`src/rt_pkg.sv`:
```
package rt_pkg;

	// Scene coordinates are plain signed integers
	typedef logic signed [15:0] coord_t;

	// Pixel column and row index
	typedef logic [7:0] idx_t;

	typedef struct packed {
		coord_t x;
		coord_t y;
		coord_t z;
	} vector_t;

	// Rays all run toward plus z, so only the far z bound is kept
	typedef struct packed {
		coord_t xmin;
		coord_t xmax;
		coord_t ymin;
		coord_t ymax;
		coord_t zmax;
	} aabb_t;

	typedef struct packed {
		logic [7:0] r;
		logic [7:0] g;
		logic [7:0] b;
	} rgb_t;

	// One entry of the pixel buffer
	typedef struct packed {
		idx_t col;
		idx_t row;
		rgb_t rgb;
	} pix_t;

	typedef struct packed {
		vector_t cam;
		aabb_t   box;
		rgb_t    hit_rgb;
		rgb_t    bg_rgb;
	} render_cfg_t;

	localparam logic [1:0] resp_okay   = 2'b00;
	localparam logic [1:0] resp_slverr = 2'b10;

	// Register byte offsets
	localparam logic [7:0] reg_ctrl      = 8'h00;
	localparam logic [7:0] reg_status    = 8'h04;
	localparam logic [7:0] reg_cam_x     = 8'h08;
	localparam logic [7:0] reg_cam_y     = 8'h0C;
	localparam logic [7:0] reg_cam_z     = 8'h10;
	localparam logic [7:0] reg_xmin      = 8'h14;
	localparam logic [7:0] reg_xmax      = 8'h18;
	localparam logic [7:0] reg_ymin      = 8'h1C;
	localparam logic [7:0] reg_ymax      = 8'h20;
	localparam logic [7:0] reg_zmax      = 8'h24;
	localparam logic [7:0] reg_hit_rgb   = 8'h28;
	localparam logic [7:0] reg_bg_rgb    = 8'h2C;
	localparam logic [7:0] reg_frame_cnt = 8'h30;

endpackage : rt_pkg

```
`src/render_ifs.sv`:
```
`timescale 1ns/1ns

// Ray stream from the generator to the intersection stage
interface ray_if import rt_pkg::*; ();
	logic    valid;
	logic    ready;
	idx_t    col;
	idx_t    row;
	vector_t org;

	modport src (output valid, col, row, org, input ready);
	modport dst (input valid, col, row, org, output ready);
endinterface : ray_if

// Shaded pixel stream
interface pix_if import rt_pkg::*; ();
	logic valid;
	logic ready;
	idx_t col;
	idx_t row;
	rgb_t rgb;

	modport src (output valid, col, row, rgb, input ready);
	modport dst (input valid, col, row, rgb, output ready);
endinterface : pix_if

```
`src/ctrl_regs.sv`:
```
`timescale 1ns/1ns

module ctrl_regs import rt_pkg::*; (
	input  logic        clk,
	input  logic        arst_n,
	input  logic        awvalid,
	output logic        awready,
	input  logic [7:0]  awaddr,
	input  logic        wvalid,
	output logic        wready,
	input  logic [31:0] wdata,
	input  logic [3:0]  wstrb,
	output logic        bvalid,
	input  logic        bready,
	output logic [1:0]  bresp,
	input  logic        arvalid,
	output logic        arready,
	input  logic [7:0]  araddr,
	output logic        rvalid,
	input  logic        rready,
	output logic [31:0] rdata,
	output logic [1:0]  rresp,
	input  logic        frame_done,
	output render_cfg_t cfg,
	output logic        start
);

	localparam int num_cfg = 10;

	// Camera, box and colour words from reg_cam_x up to reg_bg_rgb
	logic [31:0] cfg_r [num_cfg];
	logic [31:0] frame_cnt;
	logic        busy;
	logic        done;
	logic        wr_en;
	logic        rd_en;
	logic [3:0]  wr_idx;
	logic [3:0]  rd_idx;
	logic [31:0] rd_word;
	logic [1:0]  rd_resp;

	function automatic logic is_cfg(input logic [7:0] addr);
		return (addr >= reg_cam_x) && (addr <= reg_bg_rgb) && (addr[1:0] == 2'b00);
	endfunction

	function automatic logic [31:0] merge(input logic [31:0] old, input logic [31:0] data,
			input logic [3:0] strb);
		logic [31:0] res;
		res = old;
		for (int i = 0; i < 4; i++) begin
			if (strb[i])
				res[i*8 +: 8] = data[i*8 +: 8];
		end
		return res;
	endfunction

	// Address and data are taken together, one write in flight
	assign wr_en   = awvalid && wvalid && !bvalid;
	assign awready = wr_en;
	assign wready  = wr_en;
	assign arready = !rvalid;
	assign rd_en   = arvalid && arready;
	assign wr_idx  = 4'((awaddr - reg_cam_x) >> 2);
	assign rd_idx  = 4'((araddr - reg_cam_x) >> 2);

	always_ff @(posedge clk or negedge arst_n) begin
		if (!arst_n) begin
			bvalid    <= 1'b0;
			bresp     <= resp_okay;
			start     <= 1'b0;
			busy      <= 1'b0;
			done      <= 1'b0;
			frame_cnt <= '0;
			for (int i = 0; i < num_cfg; i++)
				cfg_r[i] <= '0;
		end else begin
			start <= 1'b0;
			if (bvalid && bready)
				bvalid <= 1'b0;
			if (frame_done) begin
				busy      <= 1'b0;
				done      <= 1'b1;
				frame_cnt <= frame_cnt + 32'd1;
			end
			if (wr_en) begin
				bvalid <= 1'b1;
				bresp  <= resp_okay;
				if (is_cfg(awaddr)) begin
					cfg_r[wr_idx] <= merge(cfg_r[wr_idx], wdata, wstrb);
				end else if (awaddr == reg_ctrl) begin
					// Start only from idle
					if (wstrb[0] && wdata[0] && !busy) begin
						start <= 1'b1;
						busy  <= 1'b1;
						done  <= 1'b0;
					end
				end else if (awaddr != reg_status && awaddr != reg_frame_cnt) begin
					bresp <= resp_slverr;
				end
			end
		end
	end

	always_comb begin
		rd_word = '0;
		rd_resp = resp_okay;
		if (is_cfg(araddr)) begin
			rd_word = cfg_r[rd_idx];
		end else begin
			case (araddr)
				reg_ctrl:      rd_word = '0;
				reg_status:    rd_word = {30'b0, done, busy};
				reg_frame_cnt: rd_word = frame_cnt;
				default:       rd_resp = resp_slverr;
			endcase
		end
	end

	always_ff @(posedge clk or negedge arst_n) begin
		if (!arst_n) begin
			rvalid <= 1'b0;
			rdata  <= '0;
			rresp  <= resp_okay;
		end else if (rd_en) begin
			rvalid <= 1'b1;
			rdata  <= rd_word;
			rresp  <= rd_resp;
		end else if (rvalid && rready) begin
			rvalid <= 1'b0;
		end
	end

	// Coordinates sit in the low half of each word
	assign cfg.cam.x    = cfg_r[0][15:0];
	assign cfg.cam.y    = cfg_r[1][15:0];
	assign cfg.cam.z    = cfg_r[2][15:0];
	assign cfg.box.xmin = cfg_r[3][15:0];
	assign cfg.box.xmax = cfg_r[4][15:0];
	assign cfg.box.ymin = cfg_r[5][15:0];
	assign cfg.box.ymax = cfg_r[6][15:0];
	assign cfg.box.zmax = cfg_r[7][15:0];
	assign cfg.hit_rgb  = cfg_r[8][23:0];
	assign cfg.bg_rgb   = cfg_r[9][23:0];

endmodule : ctrl_regs

```
`src/ray_gen.sv`:
```
`timescale 1ns/1ns

module ray_gen import rt_pkg::*; #(
	parameter int img_w = 8,
	parameter int img_h = 4
) (
	input  logic        clk,
	input  logic        arst_n,
	input  render_cfg_t cfg,
	input  logic        start,
	ray_if.src          ray
);

	localparam idx_t last_col = idx_t'(img_w - 1);
	localparam idx_t last_row = idx_t'(img_h - 1);

	logic fire;

	assign fire = ray.valid && ray.ready;

	// Raster scan, column fastest
	always_ff @(posedge clk or negedge arst_n) begin
		if (!arst_n) begin
			ray.valid <= 1'b0;
			ray.col   <= '0;
			ray.row   <= '0;
		end else if (start) begin
			ray.valid <= 1'b1;
			ray.col   <= '0;
			ray.row   <= '0;
		end else if (fire) begin
			if (ray.col == last_col) begin
				ray.col <= '0;
				if (ray.row == last_row)
					ray.valid <= 1'b0;
				else
					ray.row <= ray.row + idx_t'(1);
			end else begin
				ray.col <= ray.col + idx_t'(1);
			end
		end
	end

	// Orthographic camera with unit basis, origin offset by pixel index
	assign ray.org = '{
		x: cfg.cam.x + coord_t'(ray.col),
		y: cfg.cam.y + coord_t'(ray.row),
		z: cfg.cam.z
	};

endmodule : ray_gen

```
`src/aabb_test.sv`:
```
`timescale 1ns/1ns

module aabb_test import rt_pkg::*; (
	input  logic        clk,
	input  logic        arst_n,
	input  render_cfg_t cfg,
	ray_if.dst          ray,
	pix_if.src          pix
);

	logic en;
	logic hit_x;
	logic hit_y;
	logic hit_z;
	logic v1;
	logic hit1;
	idx_t col1;
	idx_t row1;

	// Whole pipe stalls while the output word is waiting
	assign en        = !pix.valid || pix.ready;
	assign ray.ready = en;

	// Slab tests, all signed
	assign hit_x = (ray.org.x >= cfg.box.xmin) && (ray.org.x <= cfg.box.xmax);
	assign hit_y = (ray.org.y >= cfg.box.ymin) && (ray.org.y <= cfg.box.ymax);
	assign hit_z = ray.org.z <= cfg.box.zmax;

	always_ff @(posedge clk or negedge arst_n) begin
		if (!arst_n) begin
			v1        <= 1'b0;
			pix.valid <= 1'b0;
		end else if (en) begin
			v1        <= ray.valid;
			pix.valid <= v1;
		end
	end

	always_ff @(posedge clk) begin
		if (en) begin
			// Stage one keeps the hit flag
			col1    <= ray.col;
			row1    <= ray.row;
			hit1    <= hit_x && hit_y && hit_z;
			// Stage two shades
			pix.col <= col1;
			pix.row <= row1;
			pix.rgb <= hit1 ? cfg.hit_rgb : cfg.bg_rgb;
		end
	end

endmodule : aabb_test

```
`src/pixel_fifo.sv`:
```
`timescale 1ns/1ns

module pixel_fifo import rt_pkg::*; #(
	parameter int fifo_depth = 16
) (
	input  logic clk,
	input  logic arst_n,
	pix_if.dst   wr,
	pix_if.src   rd
);

	localparam int data_w = $bits(pix_t);
	localparam int ptr_w  = (fifo_depth > 1) ? $clog2(fifo_depth) : 1;
	localparam int cnt_w  = $clog2(fifo_depth + 1);

	logic [data_w-1:0] mem [fifo_depth];
	logic [ptr_w-1:0]  wr_ptr;
	logic [ptr_w-1:0]  rd_ptr;
	logic [cnt_w-1:0]  count;
	logic              push;
	logic              pop;
	pix_t              wr_entry;
	pix_t              head;

	function automatic logic [ptr_w-1:0] next_ptr(input logic [ptr_w-1:0] ptr);
		return (ptr == ptr_w'(fifo_depth - 1)) ? '0 : ptr + ptr_w'(1);
	endfunction

	assign wr.ready = count != cnt_w'(fifo_depth);
	assign rd.valid = count != '0;
	assign push     = wr.valid && wr.ready;
	assign pop      = rd.valid && rd.ready;

	assign wr_entry = '{col: wr.col, row: wr.row, rgb: wr.rgb};
	assign head     = pix_t'(mem[rd_ptr]);
	assign rd.col   = head.col;
	assign rd.row   = head.row;
	assign rd.rgb   = head.rgb;

	always_ff @(posedge clk) begin
		if (push)
			mem[wr_ptr] <= wr_entry;
	end

	always_ff @(posedge clk or negedge arst_n) begin
		if (!arst_n) begin
			wr_ptr <= '0;
			rd_ptr <= '0;
			count  <= '0;
		end else begin
			if (push)
				wr_ptr <= next_ptr(wr_ptr);
			if (pop)
				rd_ptr <= next_ptr(rd_ptr);
			// Simultaneous push and pop leaves the count alone
			if (push && !pop)
				count <= count + cnt_w'(1);
			else if (pop && !push)
				count <= count - cnt_w'(1);
		end
	end

endmodule : pixel_fifo

```
`src/frame_out.sv`:
```
`timescale 1ns/1ns

module frame_out import rt_pkg::*; #(
	parameter int img_w = 8,
	parameter int img_h = 4
) (
	input  logic clk,
	input  logic arst_n,
	pix_if.dst   pix,
	output logic pix_valid,
	input  logic pix_ready,
	output idx_t pix_col,
	output idx_t pix_row,
	output rgb_t pix_rgb,
	output logic frame_done
);

	localparam idx_t last_col = idx_t'(img_w - 1);
	localparam idx_t last_row = idx_t'(img_h - 1);

	logic last_xfer;

	assign pix_valid = pix.valid;
	assign pix.ready = pix_ready;
	assign pix_col   = pix.col;
	assign pix_row   = pix.row;
	assign pix_rgb   = pix.rgb;

	// Bottom right pixel leaving marks the end of the frame
	assign last_xfer = pix.valid && pix_ready && (pix.col == last_col) && (pix.row == last_row);

	always_ff @(posedge clk or negedge arst_n) begin
		if (!arst_n)
			frame_done <= 1'b0;
		else
			frame_done <= last_xfer;
	end

endmodule : frame_out

```
`src/render_top.sv`:
```
`timescale 1ns/1ns

module render_top import rt_pkg::*; #(
	parameter int img_w      = 8,
	parameter int img_h      = 4,
	parameter int fifo_depth = 16
) (
	input  logic        clk,
	input  logic        arst_n,

	// AXI4-Lite register port
	input  logic        awvalid,
	output logic        awready,
	input  logic [7:0]  awaddr,
	input  logic        wvalid,
	output logic        wready,
	input  logic [31:0] wdata,
	input  logic [3:0]  wstrb,
	output logic        bvalid,
	input  logic        bready,
	output logic [1:0]  bresp,
	input  logic        arvalid,
	output logic        arready,
	input  logic [7:0]  araddr,
	output logic        rvalid,
	input  logic        rready,
	output logic [31:0] rdata,
	output logic [1:0]  rresp,

	// Pixel stream
	output logic        pix_valid,
	input  logic        pix_ready,
	output idx_t        pix_col,
	output idx_t        pix_row,
	output rgb_t        pix_rgb
);

	render_cfg_t cfg;
	logic        start;
	logic        frame_done;

	ray_if ray_s ();
	pix_if pix_pipe ();
	pix_if pix_buf ();

	ctrl_regs cr (
		.clk, .arst_n,
		.awvalid, .awready, .awaddr, .wvalid, .wready, .wdata, .wstrb,
		.bvalid, .bready, .bresp,
		.arvalid, .arready, .araddr, .rvalid, .rready, .rdata, .rresp,
		.frame_done, .cfg, .start
	);

	ray_gen #(.img_w(img_w), .img_h(img_h)) rg (
		.clk, .arst_n, .cfg, .start, .ray(ray_s)
	);

	aabb_test at (.clk, .arst_n, .cfg, .ray(ray_s), .pix(pix_pipe));

	pixel_fifo #(.fifo_depth(fifo_depth)) pb (
		.clk, .arst_n, .wr(pix_pipe), .rd(pix_buf)
	);

	frame_out #(.img_w(img_w), .img_h(img_h)) fo (
		.clk, .arst_n, .pix(pix_buf),
		.pix_valid, .pix_ready, .pix_col, .pix_row, .pix_rgb, .frame_done
	);

endmodule : render_top

```
`config.mk`:
```
export PLATFORM = sky130hd
export DESIGN_NAME = render_top
export DESIGN_NICKNAME = d
export VERILOG_FILES = /design/src/rt_pkg.sv /design/src/render_ifs.sv /design/src/ctrl_regs.sv /design/src/ray_gen.sv /design/src/aabb_test.sv /design/src/pixel_fifo.sv /design/src/frame_out.sv /design/src/render_top.sv
export SDC_FILE = /design/constraint.sdc
export NUM_CORES = 2
export LEC_CHECK = 0
export BUFFER_PORTS_ARGS = -buffer_cell sky130_fd_sc_hd__buf_2
export CORE_UTILIZATION = 46
export CTS_CLUSTER_SIZE = 25
export DETAILED_ROUTE_END_ITERATION = 12
export GPL_TIMING_DRIVEN = 1
export PLACE_DENSITY = 0.71
export REMOVE_ABC_BUFFERS = 1
export SYNTH_ARGS = -nofsm -noshare
export SYNTH_HDL_FRONTEND = slang
export SYNTH_HIERARCHICAL = 1
export SYNTH_SLANG_ARGS = --single-unit
```
`constraint.sdc`:
```
create_clock -name clk -period 5.25 [get_ports clk]
set_input_delay 1.05 -clock clk [delete_from_list [all_inputs] [get_ports clk]]
set_output_delay 1.05 -clock clk [all_outputs]
set_load 0.01 [all_outputs]
```
[Word level (Yosys, flattened, before mapping)]
Memory sizes are Yosys's and may differ from the RTL's.
Cells that the tools add are included.
Cells by class
  add/sub/neg operators: 11
  multiply operators: 0
  div/mod/pow operators: 0
  magnitude comparators: 12
  equality and inequality tests: 12
  shift operators: 0
  mux-type cells: 64
  bitwise operators: 2
  reductions and logical operators: 46
Operators by type and width (count)
  bitwise mux 320 bit: 1
  binary-select mux 32 bit (select 4 bit): 2
  two-way mux 32 bit: 6
  two-way mux 8 bit: 19
  demux 32 bit (select 4 bit): 1
  one-hot mux 32 bit (2 select lines): 1
  <= comparator 16 bit: 3
  adder 16 x 9 -> 16 bit: 2
  adder 32 x 1 -> 32 bit, second input constant: 1
  >= comparator 16 bit: 2
  == test 8 x 3 -> 1 bit, second input constant: 3
  logical AND 1 bit: 24
  two-way mux 1 bit: 24
  two-way mux 24 bit: 1
  adder 8 x 1 -> 8 bit, second input constant: 2
  == test 8 x 2 -> 1 bit, second input constant: 2
  >= comparator 8 x 4 -> 1 bit, second input constant: 2
  <= comparator 8 x 6 -> 1 bit, second input constant: 2
  zero test 8 bit: 2
  nonzero test 2 bit: 6
  subtractor 6 x 4 -> 6 bit, second input constant: 2
  >= comparator 5 bit, second input constant: 2
  two-way mux 2 bit: 5
  two-way mux 5 bit: 2
  19 further kinds: 30
Storage, ports and cells
  register bits after elaboration: 483
  bits in latches: 0
  bits in writable memories: 640
  bits in read-only memories: 0
  input port bits: 60
  word-level logic and storage cells: 184
  memories: 1
Memories
  pb.mem: depth 16, width 40, read ports 1, clocked after Yosys merged registers in 0, write ports 1, RTL line pixel_fifo.sv:16  | logic [data_w-1:0] mem [fifo_depth];

[Logic depth before layout (Yosys ltp)]
  depth after elaboration: 9
  mapped depth: 17
  depth with buffers taken out: 16

[By module]
Netlist, hierarchy kept.
Modules (own cells, without submodules)
  pixel_fifo: instances 1, cells an instance 1245, area an instance 25239.2 sq um
  ctrl_regs: instances 1, cells an instance 2362, area an instance 22733.1 sq um
  aabb_test: instances 1, cells an instance 377, area an instance 4132.7 sq um
  ray_gen: instances 1, cells an instance 232, area an instance 1958.1 sq um
  frame_out: instances 1, cells an instance 49, area an instance 391.6 sq um

[Worst setup path after synthesis]
OpenSTA, ideal clock, no wires.
  path kind: register to register
  start: reg pb.count[0]
  end: mem pb/mem[0][0] (netlist bit), enable pin
  arrival: 3.774 ns
  data required time: 4.763 ns
  slack: 0.990 ns
  cell stages (with the launch flop): 6
  path buffers: 1
  period minus slack after synthesis: 4.260 ns
  path through: dfrtp_1 -> nor4_1 -> a21boi_0 -> buf_2 -> nand2_1 -> nor3_1
On the way
  longest elaborated chain between the ends: 4
Ends and longest elaborated chain
  start, declared: RTL line pixel_fifo.sv:19  | logic [cnt_w-1:0] count;
  start signal, assigned: RTL line pixel_fifo.sv:57  | count <= count + cnt_w'(1);
  start signal, assigned: RTL line pixel_fifo.sv:59  | count <= count - cnt_w'(1);
  != test 5 bit: RTL line pixel_fifo.sv:29  | assign wr.ready = count != cnt_w'(fifo_depth);
  logical AND 1 bit: RTL line pixel_fifo.sv:31  | assign push = wr.valid && wr.ready;
  net pb.push: RTL line pixel_fifo.sv:20  | logic push;
  two-way mux 1 bit: RTL line pixel_fifo.sv:41  | if (push)
  two-way mux 1 bit (not written as such): RTL line pixel_fifo.sv:42  | mem[wr_ptr] <= wr_entry;
  end, declared: RTL line pixel_fifo.sv:16
The timed path passes the listed nets, and every way through them passes these cells.

[Worst setup path in the final report]
  start: reg pb.rd_ptr[1]
  end: out pix_col[0]
On the way
  longest elaborated chain between the ends: 1
Ends and longest elaborated chain
  start, declared: RTL line pixel_fifo.sv:18  | logic [ptr_w-1:0] rd_ptr;
  start signal, assigned: RTL line pixel_fifo.sv:54  | rd_ptr <= next_ptr(rd_ptr);
  memory read (16 x 40 bit)
  end, declared: RTL line render_top.sv:33  | output idx_t pix_col,
No other way between the ends.

==> flow_summary.yaml <==
power_and_ir_drop:
  power.net_switching_mw: 4.33
  power.sequential.fraction: 0.509
  power.density_mw_per_mm2: 316
  ir_worst_vdd_v: 0.000282
  sw_frac_of_total: 0.233
  p_int_mw: 14.3
  power_frac_comb: 0.061
  power.share.clock: 0.431
  leakagePower_nw: 22.2
synthesis:
  synthXorXnorAreaFrac: 0.0119
  synth-edff-count: 697
  synth-seq-area-share: 0.579
  synth_top_family_by_area: "multiplexers"
  post_synth.cell_area_avg_sq_um: 12.8
  synth_compound_gate_area_share: 0.114
  muxShareOfSynthArea: 0.127
  syn-instance-count: 4265
  postSynth.topFlopCell: "edfxtp_1"
  async_reset_ff_frac: 0.378
  synth.distinct_cells: 87
  synthesis_warnings: 6
  post_synth_fa_ha_maj_area_fraction: 0.0264
  mappedNetlistArea_sq_mm: 0.0545
  synth-simple-area-share: 0.0774
  synth-seq-cells: 1121
clock_tree:
  clkTransAtPathRegs_ps: 60
  cts_htree_levels: 3
  clock_sink_count: 1121
  hold_buffers: 0
  number_of_gates_resized_after_cts: 0
  cts_tree: "built"
  cts_root_buffer: "clkbuf_16"
  clk_latency_ps: 750
  clk_path_buf_depth: 3
  postCtsSetupRepairBufs: 0
  tritoncts.num_buffers: 111
setup_path:
  arrival_ps: 3490
  reg2reg_depth: 13
  crit_type: "reg -> out"
  critical_path_peak_fanout: 43
  crit_path_end_kind: "output pin"
  critical_path.max_stage_delay_ps: 960
  critical-path-top-delay-family: "flip-flops"
  critical_path_cell_count: 6
  required_ps: 4200
  r2r_slack_ps: 980
  crit_slowest_cell: "dfrtp_4"
  timing.critical_path.from_type: "flip-flop"
  critical_path.cell_chain: "and2_4 -> buf_4 -> a221oi_1 -> o21ai_0 -> nand2_1 -> buf_2"
  critPathBufInv: 2
sta:
  fin_worst_skew_ps: 75.1
  slew_headroom: 0.124
  timing.final.hold_violations: 0
  slew_at_the_pin_with_the_worst_max_slew_slack_ps: 1310
  rsz0062_at_grt: "no"
  final_min_period_over_clock_period: 0.864
  final.setup.tns_ps: 0
  fmax_mhz: 220
  slew_viol_final: 0
  final-setup-viol-count: 0
  timing.final.crit_period_ps: 4540
layout:
  nNetsFinal: 4284
  final_cell_mix: "697 x edfxtp_1, 467 x nand2_1, 420 x dfrtp_1"
  area_growth_pct: 8.08
  final_common_cell: "edfxtp_1"
  layout-drive-gt1-share: 0.190
  design_area_sq_mm: 0.0589
  finish.utilization: 0.504
die:
  coreArea_sq_mm: 0.117
  design.die.area_sq_mm: 0.120
  io_pins: 142
  floorplan.initialDensity: 0.466
  die-height_microns: 346
  rows: 125
  chipWidth_microns: 346
drt:
  wl_mm: 151
  dr.pass1.iters: 6
  detailroute.via_count: 35800
  antenna_left: 0
  detail_route.vias_per_cell: 6.24
  drt-wirelength-per-cell_microns: 26.4
  drt_iter0_markers: 4162
  drcViolationCount: 0
global_routing:
  number_of_global_route_vias_before_repair: 34700
  grt_pass1_wl_mm: 225
  grt_remaining_overflow: 0
  globalRouteTotalUtil: 0.249
  antenna_found_initial: 8
  grt-busiest-layer: "met2"
  use_met1: 0.345
  grt_start_max_net_pins: 118
  globalRouteMet3Util: 0.0472
  fraction_of_met2_tracks_used_by_global_routing: 0.382
job:
  drv_cap: 0
placed_design:
  hpwl_mm: 94.7
  port-buffer-count: 139
  gp_congestion: 0.925
  placement.cell_area_sq_mm: 0.0551
run_status:
  status: "complete, no violations"
hold_path:
  hold_path_class: "in -> async"
## registers in the layout, indices dropped and copies added (netlist names), 24 cells and up
| name | cells |
|---|---|
| at/pix.rgb | 24 |
| cr/cfg_r | 144 |
| cr/rdata | 32 |
| cr/frame_cnt | 32 |
| cr/cfg | 176 |
| pb/mem | 640 |
## layout make-up
| class | count | area (sq um) |
|---|---|---|
| clock inverter | 79 | 764 |
| fill | 9879 | 58000 |
| inverter | 105 | 394 |
| timing repair buffer | 242 | 1700 |
| tap | 1524 | 1910 |
| clock buffer | 130 | 2940 |
| multi-input combinational | 2530 | 19600 |
| sequential | 1121 | 31600 |
| antenna | 3 | 7.51 |
## path summary, 6_finish.rpt
path	start	end
max	pb/rd_ptr[1]$_DFFE_PN0P_	pix_col[0]
min	arst_n	cr/cfg[85]$_DFFE_PN0P_
max reg2reg	rg/ray.row[1]$_DFFE_PN0P_	at/hit1$_DFFE_PP_
min reg2reg	at/row1[6]$_DFFE_PP_	at/pix.row[6]$_DFFE_PP_
max in group asynchronous	arst_n	cr/cfg[39]$_DFFE_PN0P_
min in group clk	at/row1[6]$_DFFE_PP_	at/pix.row[6]$_DFFE_PP_
## kinds of logic after synthesis
family | after synthesis
flops | 1121
other cells | 1
buf+inv | 615
xor+xnor | 73
mux | 559
compound gates | 872
fa+ha+maj | 113
simple gates | 911
## Yosys cell counts (all sizes together) (3+ instances only)
library cell / n / area (sq um)
nand4bb: 7 / 78.8
edfxtp: 697 / 20900
o2111ai: 4 / 41.3
nor2: 124 / 465
nor2b: 43 / 269
mux2i: 260 / 2600
a22oi: 75 / 563
nand3: 54 / 280
nor4: 11 / 90.1
dfrtp: 424 / 10600
a211oi: 36 / 290
nor3: 78 / 400
a21oi: 62 / 322
and4: 7 / 61.3
a31oi: 16 / 100
or4bb: 4 / 45.0
buf: 395 / 2710
and3: 23 / 144
and2: 8 / 50.1
clkbuf: 115 / 434
nand4: 45 / 282
or2: 3 / 18.8
ha: 110 / 1380
a21boi: 4 / 30.0
o31ai: 155 / 1160
or4: 9 / 75.1
a2bb2oi: 12 / 196
a221oi: 111 / 972
a21o: 19 / 143
nand2b: 12 / 75.1
o32ai: 5 / 43.8
o21ai: 275 / 1380
mux4: 82 / 1850
xnor2: 49 / 429
a2111oi: 12 / 330
inv: 105 / 394
mux2: 217 / 2440
a221o: 3 / 30.0
nand2: 470 / 1770
xor2: 24 / 218
o22ai: 61 / 382
a22o: 3 / 26.3
fa: 3 / 60.1
o211ai: 5 / 42.5
## worst register-to-register path, delay by kind of cell, from the launching register on
kind / cells / cell delay [ps]
compound gates: 7 / 1890
simple gates: 3 / 740
xor+xnor: 1 / 260
fa+ha+maj: 2 / 610
flops: 1 / 470
## layer usage
layer  wire length, microns  vias up
met1                  61000    17800
met4                   7530        8
met2                  67500     2018
met5                     45        -
li1                       -    15500
met3                  15100      403
## power groups by stage
stage | Sequential [mW] | Combinational (mW) | Clock, mW
global placement | 9.63 | 1.08 | 0
CTS | 9.46 | 1.09 | 8.09
detailed placement | 9.64 | 1.09 | 0
global route | 9.46 | 1.18 | 8.44
floorplan | 9.63 | 0.539 | 0
finish | 9.46 | 1.13 | 8.01
## stage by stage
stage | power [mW] | hold WS [ps] | std cells | worst slack (ps)
floorplan | 10.2 | 400 | 3756 | -4990
global placement | 10.7 | 406 | 5522 | 1240
detailed placement | 10.7 | 407 | 5522 | 1210
CTS | 18.6 | 331 | 5731 | 670
global route | 19.1 | 360 | 5731 | 507
finish | 18.6 | 349 | 5734 | 712
Note: power is estimated with default switching activity, not from simulation.
